==> config.mk <==
export PLATFORM = sky130hd
export DESIGN_NAME = sdram_ctrl
export DESIGN_NICKNAME = d
export VERILOG_FILES = /design/src/sdram_pkg.sv /design/src/sdram_ctrl.sv /design/src/sdram_cmd_issuer.sv /design/src/sdram_port_arbiter.sv /design/src/sdram_slot_timer.sv
export SDC_FILE = /design/constraint.sdc
export NUM_CORES = 1
export LEC_CHECK = 0
export BUFFER_PORTS_ARGS = -buffer_cell sky130_fd_sc_hd__clkbuf_2
export CAP_MARGIN = 20
export CORE_ASPECT_RATIO = 1.2
export CORE_UTILIZATION = 51
export DETAILED_ROUTE_END_ITERATION = 12
export GPL_TIMING_DRIVEN = 1
export PLACE_DENSITY = 0.82
export REMOVE_ABC_BUFFERS = 1
export SETUP_SLACK_MARGIN = 0.4
export SLEW_MARGIN = 20
export SYNTH_ARGS = -nofsm -noshare
export SYNTH_HDL_FRONTEND = slang
export SYNTH_SLANG_ARGS = --single-unit
==> constraint.sdc <==
create_clock -name clk -period 2.8 [get_ports clk]
set_input_delay 0.56 -clock clk [delete_from_list [all_inputs] [get_ports clk]]
set_output_delay 0.56 -clock clk [all_outputs]
set_load 0.005 [all_outputs]
==> src/sdram_pkg.sv <==
package sdram_pkg;

	// ------------------------------
	// sdram commands {ncs, nras, ncas, nwe}
	// ------------------------------
	typedef enum logic [3:0] {
		inhibit         = 4'b1111, // chip deselected
		nop             = 4'b0111,
		active          = 4'b0011, // open row
		read            = 4'b0101,
		write           = 4'b0100,
		burst_terminate = 4'b0110,
		precharge       = 4'b0010, // a10 high closes all banks
		auto_refresh    = 4'b0001,
		load_mode       = 4'b0000  // mode word on the address bus
	} sdram_cmd_e;

	// which client owns the current slot
	typedef enum logic [1:0] {
		port_none = 2'd0, // idle slot, used for refresh
		port_cpu1 = 2'd1,
		port_req  = 2'd2  // toggle handshake port
	} port_sel_e;

	// ------------------------------
	// mode register fields
	// ------------------------------
	localparam logic [2:0] burst_length   = 3'b001; // two words
	localparam logic       access_type    = 1'b0;   // sequential
	localparam logic [2:0] cas_latency    = 3'd2;
	localparam logic [1:0] op_mode        = 2'b00;  // standard operation
	localparam logic       no_write_burst = 1'b1;   // writes are single words

	localparam logic [11:0] sdram_mode = {2'b00, no_write_burst, op_mode,
		cas_latency, access_type, burst_length};

	// ------------------------------
	// slot phases, eight clocks per slot
	// ------------------------------
	localparam logic [2:0] rascas_delay = 3'd2; // trcd of 20ns below 100mhz

	localparam logic [2:0] phase_ras0  = 3'd0;                        // activate or refresh
	localparam logic [2:0] phase_cas0  = phase_ras0 + rascas_delay;   // read or write
	localparam logic [2:0] phase_ds1   = phase_cas0 + 3'd1;           // second word mask
	localparam logic [2:0] phase_read0 = phase_cas0 + cas_latency + 3'd2; // low word in
	localparam logic [2:0] phase_read1 = phase_cas0 + cas_latency + 3'd3; // high word in
	localparam logic [2:0] phase_last  = 3'd7;

endpackage
==> src/sdram_ctrl.sv <==
`timescale 1ns/1ps

module sdram_ctrl
	import sdram_pkg::*;
#(
	parameter int mhz = 80 // sdram clock in mhz
) (
	input  logic        clk,
	input  logic        init_n,     // held low after configuration
	input  logic        clkref,
	// port1, toggle handshake
	input  logic        port1_req,
	output logic        port1_ack,
	input  logic        port1_we,
	input  logic [22:1] port1_a,
	input  logic [1:0]  port1_ds,
	input  logic [15:0] port1_d,
	output logic [31:0] port1_q,
	// cpu1, read only
	input  logic [22:2] cpu1_addr,
	output logic [31:0] cpu1_q,
	input  logic        cpu1_oe,
	// sdram pins, dq split for the board wrapper
	output logic        sdram_ncs,
	output logic        sdram_nras,
	output logic        sdram_ncas,
	output logic        sdram_nwe,
	output logic [11:0] sdram_a,
	output logic [1:0]  sdram_ba,
	output logic        sdram_dqml,
	output logic        sdram_dqmh,
	input  logic [15:0] dq_in,
	output logic [15:0] dq_out,
	output logic        dq_oe
);

	// ------------------------------
	// internal nets
	// ------------------------------
	logic [2:0]  phase;
	logic [10:0] wait_count;
	logic        init_busy;
	logic        next_valid;
	logic [22:1] next_addr;
	port_sel_e   sel_port;
	logic [22:1] lat_addr;
	logic [15:0] lat_din;
	logic [1:0]  lat_ds;
	logic        lat_rd;
	logic        lat_wr;
	sdram_cmd_e  sdram_cmd;

	// strobe pins straight from the command encoding
	assign {sdram_ncs, sdram_nras, sdram_ncas, sdram_nwe} = sdram_cmd;

	sdram_slot_timer #(.mhz(mhz)) timer0 (
		.clk(clk), .init_n(init_n), .clkref(clkref),
		.phase(phase), .wait_count(wait_count), .init_busy(init_busy)
	);

	sdram_port_arbiter arb0 (
		.clk(clk), .init_n(init_n), .phase(phase), .init_busy(init_busy),
		.port1_req(port1_req), .port1_we(port1_we), .port1_a(port1_a),
		.port1_ds(port1_ds), .port1_d(port1_d),
		.cpu1_addr(cpu1_addr), .cpu1_oe(cpu1_oe),
		.next_valid(next_valid), .next_addr(next_addr), .sel_port(sel_port),
		.lat_addr(lat_addr), .lat_din(lat_din), .lat_ds(lat_ds),
		.lat_rd(lat_rd), .lat_wr(lat_wr)
	);

	sdram_cmd_issuer issuer0 (
		.clk(clk), .init_n(init_n), .phase(phase), .wait_count(wait_count),
		.init_busy(init_busy), .next_valid(next_valid), .next_addr(next_addr),
		.sel_port(sel_port), .lat_addr(lat_addr), .lat_din(lat_din),
		.lat_ds(lat_ds), .lat_rd(lat_rd), .lat_wr(lat_wr),
		.port1_req(port1_req), .dq_in(dq_in),
		.sdram_cmd(sdram_cmd), .sdram_a(sdram_a), .sdram_ba(sdram_ba),
		.sdram_dqml(sdram_dqml), .sdram_dqmh(sdram_dqmh),
		.dq_out(dq_out), .dq_oe(dq_oe),
		.port1_ack(port1_ack), .port1_q(port1_q), .cpu1_q(cpu1_q)
	);

endmodule

==> src/sdram_cmd_issuer.sv <==
`timescale 1ns/1ps

module sdram_cmd_issuer
	import sdram_pkg::*;
(
	input  logic        clk,
	input  logic        init_n,
	input  logic [2:0]  phase,
	input  logic [10:0] wait_count,
	input  logic        init_busy,
	input  logic        next_valid,
	input  logic [22:1] next_addr,
	input  port_sel_e   sel_port,
	input  logic [22:1] lat_addr,
	input  logic [15:0] lat_din,
	input  logic [1:0]  lat_ds,
	input  logic        lat_rd,
	input  logic        lat_wr,
	input  logic        port1_req,
	input  logic [15:0] dq_in,      // from the pad input register side
	output sdram_cmd_e  sdram_cmd,
	output logic [11:0] sdram_a,
	output logic [1:0]  sdram_ba,
	output logic        sdram_dqml,
	output logic        sdram_dqmh,
	output logic [15:0] dq_out,
	output logic        dq_oe,      // high while driving write data
	output logic        port1_ack,
	output logic [31:0] port1_q,
	output logic [31:0] cpu1_q
);

	logic [15:0] sd_din; // dq registered every clock
	logic        at_ras;
	logic        at_cas;
	logic        read_slot;

	assign at_ras    = (phase == phase_ras0);
	assign at_cas    = (phase == phase_cas0) && (lat_rd || lat_wr);
	assign read_slot = lat_rd && (sel_port != port_none);

	// ------------------------------
	// command, address and mask lines
	// ------------------------------
	always_ff @(posedge clk or negedge init_n) begin
		if (!init_n) begin
			sdram_cmd                <= nop;
			sdram_a                  <= 12'd0;
			sdram_ba                 <= 2'b00;
			{sdram_dqmh, sdram_dqml} <= 2'b11;
			dq_oe                    <= 1'b0;
			port1_ack                <= 1'b0;
		end else begin
			// defaults, one-clock commands
			sdram_cmd                <= nop;
			{sdram_dqmh, sdram_dqml} <= 2'b11;
			dq_oe                    <= 1'b0;

			if (init_busy) begin
				// init commands sit in the last ten slots of the wait
				if (at_ras) begin
					if (wait_count == 11'd10) begin
						sdram_cmd   <= precharge;
						sdram_a[10] <= 1'b1; // all banks
					end
					if ((wait_count <= 11'd9) && (wait_count > 11'd1)) begin
						sdram_cmd <= auto_refresh; // eight of them
					end
					if (wait_count == 11'd1) begin
						sdram_cmd <= load_mode;
						sdram_a   <= sdram_mode;
						sdram_ba  <= 2'b00;
					end
				end
			end else begin
				// row open, or refresh on an idle slot
				if (at_ras) begin
					if (next_valid) begin
						sdram_cmd <= active;
						sdram_a   <= next_addr[20:9];  // row
						sdram_ba  <= next_addr[22:21];
					end else begin
						sdram_cmd <= auto_refresh;
					end
				end

				// column access, a10 set for auto precharge
				if (at_cas) begin
					sdram_cmd                <= lat_wr ? write : read;
					sdram_a                  <= {4'b0100, lat_addr[8:1]};
					sdram_ba                 <= lat_addr[22:21];
					{sdram_dqmh, sdram_dqml} <= ~lat_ds;
					if (lat_wr) begin
						dq_oe     <= 1'b1;
						port1_ack <= port1_req; // write done once issued
					end
				end

				// keep the mask open for the second burst word
				if ((phase == phase_ds1) && lat_rd) begin
					{sdram_dqmh, sdram_dqml} <= ~lat_ds;
				end

				if ((phase == phase_read1) && lat_rd && (sel_port == port_req)) begin
					port1_ack <= port1_req; // both words in port1_q now
				end
			end
		end
	end

	// ------------------------------
	// data path
	// ------------------------------
	always_ff @(posedge clk) begin
		sd_din <= dq_in; // ease input timing
		if (at_cas && lat_wr) begin
			dq_out <= lat_din;
		end
		if (!init_busy && read_slot) begin
			if (phase == phase_read0) begin
				case (sel_port)
					port_req:  port1_q[15:0] <= sd_din; // first word
					port_cpu1: cpu1_q[15:0]  <= sd_din;
					default: ;
				endcase
			end
			if (phase == phase_read1) begin
				case (sel_port)
					port_req:  port1_q[31:16] <= sd_din; // second word
					port_cpu1: cpu1_q[31:16]  <= sd_din;
					default: ;
				endcase
			end
		end
	end

endmodule

==> src/sdram_port_arbiter.sv <==
`timescale 1ns/1ps

module sdram_port_arbiter
	import sdram_pkg::*;
(
	input  logic        clk,
	input  logic        init_n,
	input  logic [2:0]  phase,
	input  logic        init_busy,
	input  logic        port1_req,  // toggles for a new request
	input  logic        port1_we,
	input  logic [22:1] port1_a,
	input  logic [1:0]  port1_ds,
	input  logic [15:0] port1_d,
	input  logic [22:2] cpu1_addr,  // 32-bit aligned
	input  logic        cpu1_oe,
	output logic        next_valid, // a port wants this slot
	output logic [22:1] next_addr,  // row and bank for the activate
	output port_sel_e   sel_port,   // owner of the running slot
	output logic [22:1] lat_addr,
	output logic [15:0] lat_din,
	output logic [1:0]  lat_ds,
	output logic        lat_rd,
	output logic        lat_wr
);

	port_sel_e next_port;
	logic      port1_state; // last granted value of port1_req
	logic      slot_grant;  // arbitration point

	assign slot_grant = (phase == phase_ras0) && !init_busy;
	assign next_valid = (next_port != port_none);

	// ------------------------------
	// pick the next owner, port1 first
	// ------------------------------
	always_comb begin
		next_port = port_none;
		next_addr = lat_addr; // idle keeps the old address
		if (port1_req != port1_state) begin
			next_port = port_req; // toggle seen
			next_addr = port1_a;
		end else if (cpu1_oe) begin
			next_port = port_cpu1;
			next_addr = {cpu1_addr, 1'b0}; // low word of the pair
		end
	end

	// slot ownership and direction
	always_ff @(posedge clk or negedge init_n) begin
		if (!init_n) begin
			sel_port    <= port_none;
			lat_rd      <= 1'b0;
			lat_wr      <= 1'b0;
			port1_state <= 1'b0;
		end else if (slot_grant) begin
			sel_port <= next_port;
			lat_rd   <= 1'b0;
			lat_wr   <= 1'b0;
			case (next_port)
				port_req: begin
					lat_rd      <= ~port1_we;
					lat_wr      <= port1_we;
					port1_state <= port1_req; // request taken
				end
				port_cpu1: lat_rd <= 1'b1; // cpu1 only reads
				default: ;
			endcase
		end
	end

	// access payload
	always_ff @(posedge clk) begin
		if (slot_grant) begin
			lat_addr <= next_addr;
			if (next_port == port_req) begin
				lat_ds  <= port1_ds;
				lat_din <= port1_d;
			end else if (next_port == port_cpu1) begin
				lat_ds <= 2'b11; // full word
			end
		end
	end

endmodule

==> src/sdram_slot_timer.sv <==
`timescale 1ns/1ps

module sdram_slot_timer
	import sdram_pkg::*;
#(
	parameter int mhz = 80 // clock rate, scales the power-up wait
) (
	input  logic        clk,
	input  logic        init_n,
	input  logic        clkref,     // slot alignment from the core clock enable
	output logic [2:0]  phase,      // position inside the slot
	output logic [10:0] wait_count, // power-up slots left
	output logic        init_busy   // high while the power-up sequence runs
);

	// power-up wait in slots, the last ten carry the init commands
	localparam logic [10:0] rst_count = 11'(10 + 25 * mhz);

	logic clkref_d;   // previous clkref for edge detect
	logic clkref_rise;

	assign clkref_rise = clkref & ~clkref_d;

	// ------------------------------
	// slot phase counter
	// ------------------------------
	always_ff @(posedge clk or negedge init_n) begin
		if (!init_n) begin
			clkref_d <= 1'b0;
			phase    <= phase_ras0;
		end else begin
			clkref_d <= clkref;
			if (clkref_rise) begin
				phase <= phase_ras0; // realign to the core
			end else if (phase == phase_last) begin
				phase <= phase_ras0; // wrap
			end else begin
				phase <= phase + 3'd1;
			end
		end
	end

	// ------------------------------
	// power-up wait
	// ------------------------------
	// counts once per slot, init_busy follows one clock behind the count
	always_ff @(posedge clk or negedge init_n) begin
		if (!init_n) begin
			wait_count <= rst_count;
			init_busy  <= 1'b1;
		end else begin
			if ((phase == phase_last) && (wait_count != 11'd0)) begin
				wait_count <= wait_count - 11'd1; // one step per slot
			end
			init_busy <= (wait_count != 11'd0);
		end
	end

endmodule

==> metrics.md, run 1 <==
| Metric | Value |
|---|---|
| Status | finished, final reports clean |
| Clock input transition at the sequential cells of the worst setup and hold paths | 80 ps |
| Antenna violations before repair | 0 |
| Yosys cell types | 48 |
| Final Core Density | between 60% and 70% |
| Worst Hold Class | in -> reg |
| Syn Area/Cell | ~15 um^2 |
| Worst Max-Slew Pin Slew | roughly 900 ps |
| Peak supply drop | 0.469 mV |
| CP max FO | 12 |
| Register bit count reported by yosys | between 150 and 200 |
| DRT iter0 DRCs | ~180 |
| Bufs on Longest Clock Path | 2 |
| Cell Area, Synth | between 6000 and 7000 um^2 |
| Global route total overflow | 0 |
| CTS Hold Bufs | 0 |
| DP Area | about 7600 um^2 |
| Commonest non-fill, non-tap cell in the layout | clkbuf_2 |
| Minimum clock period | around 2100 ps |
| Final Hold Vio Count | 0 |
| Vias/cell | 5.18 |
| Max-slew violation count | 0 |
| Port bufs | around 180 |
| Final wirelength | 13300 um |
| FMAX | 471 MHz |
| Total power | between 7 and 8 mW |
| CTS H-tree lvls | 4 |
| Vias in the first global route | slightly above 4000 |
| HPWL Detailed | 9500 um |
| First-pass GRT wire length | about 21000 um |
| CP endpoint kind | flop |
| Routed len/inst | around 17 um |
| Final setup margin | just under 700 ps |
| Crit share post-route | 75.8% |
| Leakage | 3.44 nW |
| N_diodes | 0 |
| Most frequent cells in the layout | clkbuf_2 (182), edfxtp_1 (119), nand2_1 (55) |
| Clk_skew | approximately 13 ps |
| Setup TNS | 0 ps |
| Synthesis Warnings | 0 |
| Crit path launch type | flop |
| Post CTS Setup Buffer Count | 0 |
| Setup Crit Path Kind | reg -> reg |
| Clk sinks | 177 |
| GR Util All Layers | between 20% and 30% |
| Final ANT Viol Nets | 0 |
| Register area share after synthesis | slightly below 80% |
| Drt first pass iters | 4 |
| DR DRC count | 0 |
| Pre-CTS setup slack | between 500 and 600 ps |
| TritonCTS Buffers | 17 |
| Total number of vias | 4073 |
| CP Data Arrival Time | ~2400 ps |
| WP data required | between 3000 and 4000 ps |
| Post-route insts no fill | 787 |
| Io pins | 185 |
| Die W | between 100 and 150 um |
| Cts repair resizes | 0 |
| Row Count | 44 |
| RD Place Congestion | between 0.8 and 0.9 |
| Layout cells sized above 1 | between 40 and 50% |
| Final Instance Area | between 8000 and 9000 um^2 |
| Area delta synth->final | 27.2% |
| Nets | slightly above 700 |
| Die height | between 100 and 150 um |
| Core area | about 12000 um^2 |
| Largest net degree at the start of global routing | 47 |
| RSZ-0062 raised after global routing | no |
| Cells after DPL | between 700 and 800 |
| Die area | roughly 13000 um^2 |
| Starting density of the core | between 50% and 60% |
| Hold_ws | about 240 ps |
| CTS tree | done |
| # fillers | about 860 |
| Slew margin rel. | between 30 and 40% |
| Endpoints failing setup | 0 |
| Clock root cell | clkbuf_16 |
| Worst-Skew Late Latency | between 400 and 500 ps |
| Max_cap viols | 0 |
| Power Density | about 890 nW/um^2 |
| Synth Instances | between 400 and 500 |
sequential cells by signal, summed over array words and instances, names as in the netlist, 2 cells and up:
register / flops
issuer0.sdram_cmd: 3
timer0.phase: 3
issuer0.sd_din: 16
arb0.sel_port: 2
issuer0.sdram_a: 12
issuer0.port1_q: 32
arb0.lat_addr: 21
issuer0.cpu1_q: 32
arb0.lat_din: 16
issuer0.dq_out: 16
timer0.wait_count: 11
arb0.lat_ds: 2
issuer0.sdram_ba: 2
layer usage:
| layer | part of all wire (%) | GRT usage [%] | routed length [um] |
|---|---|---|---|
| met3 | 6.1 | 3.87 | 808 |
| met5 | 0 | 0 | 0 |
| met2 | 51 | 36.2 | 6790 |
| met4 | 2.5 | 10.5 | 331 |
| met1 | 40 | 26.2 | 5390 |
logic make-up (layout without fill, tap and decap cells):
family	Yosys count	in the layout	share of synthesized area, %
flip-flops	177	177	77.4
AND/OR/NAND/NOR	111	111	8.12
AO/OA/AOI/OAI	60	60	6.07
multiplexers	28	28	4.41
buffers and inverters	22	234	1.42
adder cells (fa/ha/maj)	8	8	1.56
XOR/XNOR	7	7	0.956
other	1	1	0.0585
cell usage after synthesis, drive strengths merged:
| cell type | n | area share, % |
|---|---|---|
| edfxtp | 119 | 56 |
| nand2 | 56 | 3.3 |
| o21ai | 30 | 2.4 |
| dfrtp | 28 | 11 |
| mux2i | 26 | 4.1 |
| nor2 | 22 | 1.3 |
| dfxtp | 16 | 5.0 |
| dfstp | 14 | 5.7 |
| inv | 10 | 0.59 |
| a21oi | 9 | 0.70 |
| ha | 8 | 1.6 |
| o2bb2ai | 8 | 1.1 |
| clkbuf | 7 | 0.41 |
| nand2b | 7 | 0.68 |
| buf | 5 | 0.43 |
| nor2b | 5 | 0.49 |
| nand3 | 4 | 0.31 |
| xor2 | 4 | 0.55 |
| a21boi | 3 | 0.35 |
| and2 | 3 | 0.29 |
| nor3 | 3 | 0.31 |
| nor4 | 3 | 0.49 |
| xnor2 | 3 | 0.41 |
| a311o | 2 | 0.31 |
| a41o | 2 | 0.49 |
| and3 | 2 | 0.20 |
| mux2 | 2 | 0.35 |
| nor3b | 2 | 0.23 |
| or2 | 2 | 0.20 |
| a211oi | 1 | 0.12 |
| a21o | 1 | 0.12 |
| a22o | 1 | 0.14 |
| conb | 1 | 0.058 |
| nand4 | 1 | 0.098 |
| o211ai | 1 | 0.12 |
| o21a | 1 | 0.12 |
| o31ai | 1 | 0.12 |
| or4 | 1 | 0.18 |
worst paths after layout:
path / depth (start not counted) / from / end / slack (ps)
min in group asynchronous: 1 / init_n / timer0.wait_count[5] / 270
max in group asynchronous: 1 / init_n / issuer0.sdram_a[4] / 1960
worst min-delay path: 1 / dq_in[5] / issuer0.sd_din[5] / 240
worst min register to register: 1 / arb0.lat_ds[0] / issuer0.sdram_dqml / 380
worst max register to register: 9 / timer0.phase[0] / issuer0.sdram_a[7] / 680
worst max-delay path: 9 / timer0.phase[0] / issuer0.sdram_a[7] / 680
critical path: stages, from the launching register on:
cell and delay, ps:
dfrtp_1 380, inv_1 80, ha_1 210, nor2b_1 160
nand2b_1 240, inv_2 100, o21ai_1 160, inv_2 190
nor2_2 340, o2bb2ai_1 140
layout make-up:
cell class              count  area (um^2)  share of cell area (%)
flip-flops and latches    177         4960                    60.9
multi-input cells         215         1380                    16.9
repair buffers            192          983                    12.1
clock buffers              17          425                    5.22
well taps                 161          201                    2.47
clock inverters            15          164                    2.01
inverters                  10         37.5                   0.460
where the power goes:
part / internal (mW) / switching (mW) / total [mW] / leakage (nW)
logic: 0.554 / 0.850 / 1.40 / 1.44
registers: 3.35 / 0.220 / 3.58 / 1.71
clock network: 1.20 / 1.09 / 2.29 / 0.282
total: 5.11 / 2.16 / 7.27 / 3.44
No activity file was read; power rests on OpenSTA's default activity.
==> inputs of run 2 (changes only) <==
clock period = 2 ns   (was 2.8 ns; I/O delays follow)
==> metrics.md, run 2 (same netlist as run 1, synthesis figures left out) <==
| Metric | Value |
|---|---|
| CTS tree | done |
| Worst Max-Slew Pin Slew | ~540 ps |
| CTS Hold Bufs | 0 |
| Worst-Skew Late Latency | 420 ps |
| Crit path buf inv count | 4 |
| Status | finished, final reports clean |
| Worst-path cell chain | buf_6 -> inv_6 -> buf_6 -> ha_4 -> nor2b_4 -> a21boi_4 -> o21ai_4 -> buf_6 -> nand2_8 -> mux2i_1 |
| Antenna violations before repair | 0 |
| Max_cap viols | 0 |
| Clk_skew | ~6.2 ps |
| Max incr delay on CP | 430 ps |
| Top flop regs | issuer0.cpu1_q: 32 flops, issuer0.port1_q: 32 flops, arb0.lat_addr: 21 flops |
| RSZ-0062 raised after global routing | yes |
| Die height | ~120 um |
| Register area | 4960 um^2 |
| Worst Hold Class | in -> async |
| Power Density | 1280 nW/um^2 |
| Slowest library cell on the worst path | dfrtp_1 |
| # fillers | 691 |
| HPWL Detailed | approximately 9300 um |
| Final wirelength | around 16000 um |
| FMAX | about 530 MHz |
| CTS H-tree lvls | 4 |
| DR DRC count | 0 |
| Max-slew violation count | 0 |
| Core area | 12200 um^2 |
| Slew margin rel. | 64.1% |
| Final ANT Viol Nets | 0 |
| Clock input transition at the sequential cells of the worst setup and hold paths | roughly 70 ps |
| Nets | 770 |
| Final Hold Vio Count | 0 |
| Peak supply drop | ~0.95 mV |
| N_diodes | 0 |
| Area of the multi-input gates | around 1800 um^2 |
| Clock root cell | clkbuf_16 |
| Setup Crit Path Kind | reg -> reg |
| GR Util All Layers | a little under a quarter |
| Area delta synth->final | 45.7% |
| Crit path launch type | flop |
| Port bufs | approximately 180 |
| Layout cells sized above 1 | a little over half |
| Total number of vias | about 4400 |
| First-pass GRT wire length | about 23000 um |
| CP Data Arrival Time | roughly 2200 ps |
| Routed len/inst | ~19 um |
| Row Count | 44 |
| TritonCTS Buffers | 17 |
| Minimum clock period | 1890 ps |
| Crit share post-route | between 90% and 100% |
| RD Place Congestion | between 0.8 and 0.9 |
| Largest net degree at the start of global routing | between 40 and 50 |
| Io pins | around 190 |
| Final Core Density | 76.8% |
| Commonest non-fill, non-tap cell in the layout | clkbuf_2 |
| CP most frequent cell | buf_6 |
| Global route total overflow | 0 |
| Endpoints failing setup | 0 |
| CP max FO | 5 |
| Vias/cell | ~5.2 |
| WP data required | 2300 ps |
| Clk sinks | around 180 |
| R2R Setup Slk | between 100 and 150 ps |
| CP endpoint kind | flop |
| Vias in the first global route | roughly 4500 |
| CP top delay family | buffers and inverters |
| Drt first pass iters | 4 |
| Bufs on Longest Clock Path | 2 |
| Die W | between 100 and 150 um |
| Setup TNS | 0 ps |
| Leakage | 3.93 nW |
| Starting density of the core | ~53% |
| DRT iter0 DRCs | 190 |
| Die area | about 13000 um^2 |
| Most frequent cells in the layout | clkbuf_2 (183), edfxtp_1 (119), nand2_1 (50) |
## run 2: changes by cell type in the layout (fill, tap and decap cells not counted), sizes merged
cell,previous run,this run
buf,10,73
inv,17,14
clkinvlp,2,1
clkbuf,199,204
bufinv,0,1
nand2,56,57
## run 2: final timing paths
| check | cells past startpoint | startpoint | end |
|---|---|---|---|
| min reg2reg | 1 | arb0.lat_ds[0] | issuer0.sdram_dqml |
| min | 2 | init_n | timer0.wait_count[0] |
| max reg2reg | 10 | timer0.phase[0] | issuer0.sdram_a[11] |
| min in group clk | 1 | dq_in[6] | issuer0.sd_din[6] |
| max in group asynchronous | 2 | init_n | timer0.wait_count[3] |
| max | 10 | timer0.phase[0] | issuer0.sdram_a[11] |
## run 2: area by class of cell
cell class	count	area share (%)
clock inverters	12	1.35
clock buffers	20	4.78
inverters	10	0.509
repair buffers	257	18.4
flip-flops and latches	177	53.1
well taps	161	2.16
multi-input cells	216	19.6
## run 2: metrics by stage
| stage | hold WS (ps) | cells | power (mW) | setup WS, ps | area, um^2 |
|---|---|---|---|---|---|
| 2_1_floorplan | 104 | 402 | 6.16 | -987 | 6360 |
| 3_3_place_gp | 353 | 768 | 7.03 | 79.2 | 7660 |
| 3_5_place_dp | 364 | 768 | 7.15 | 26.6 | 7660 |
| 4_1_cts | 40.9 | 831 | 11.2 | 140 | 8890 |
| 5_1_grt | 62.0 | 853 | 12.4 | 41.0 | 9340 |
| 6_report | 36.9 | 853 | 11.9 | 110 | 9340 |
## run 2: power breakdown
group          internal [mW]  leakage, nW  switching [mW]
clock network           1.78        0.279            1.42
logic                   1.82         1.94            1.87
registers               4.70         1.71           0.340
total                   8.30         3.93            3.62
## run 2: what timing repair did
action	CTS	global route
gates cloned	6	3
buffers inserted	25	19
endpoints found under the setup margin	95	148
pin swaps	19	21
resized for setup	84	62
## run 2: routing by layer
layer | vias to the layer above | wire length (um) | GRT usage [%] | share of wire [%]
met5 | - | 0 | 0 | 0
met4 | 0 | 468 | 11.1 | 3.0
met3 | 40 | 865 | 5.65 | 5.5
met2 | 194 | 8340 | 41.3 | 53
met1 | 2132 | 6160 | 27.9 | 39
li1 | 2041 | - | - | -
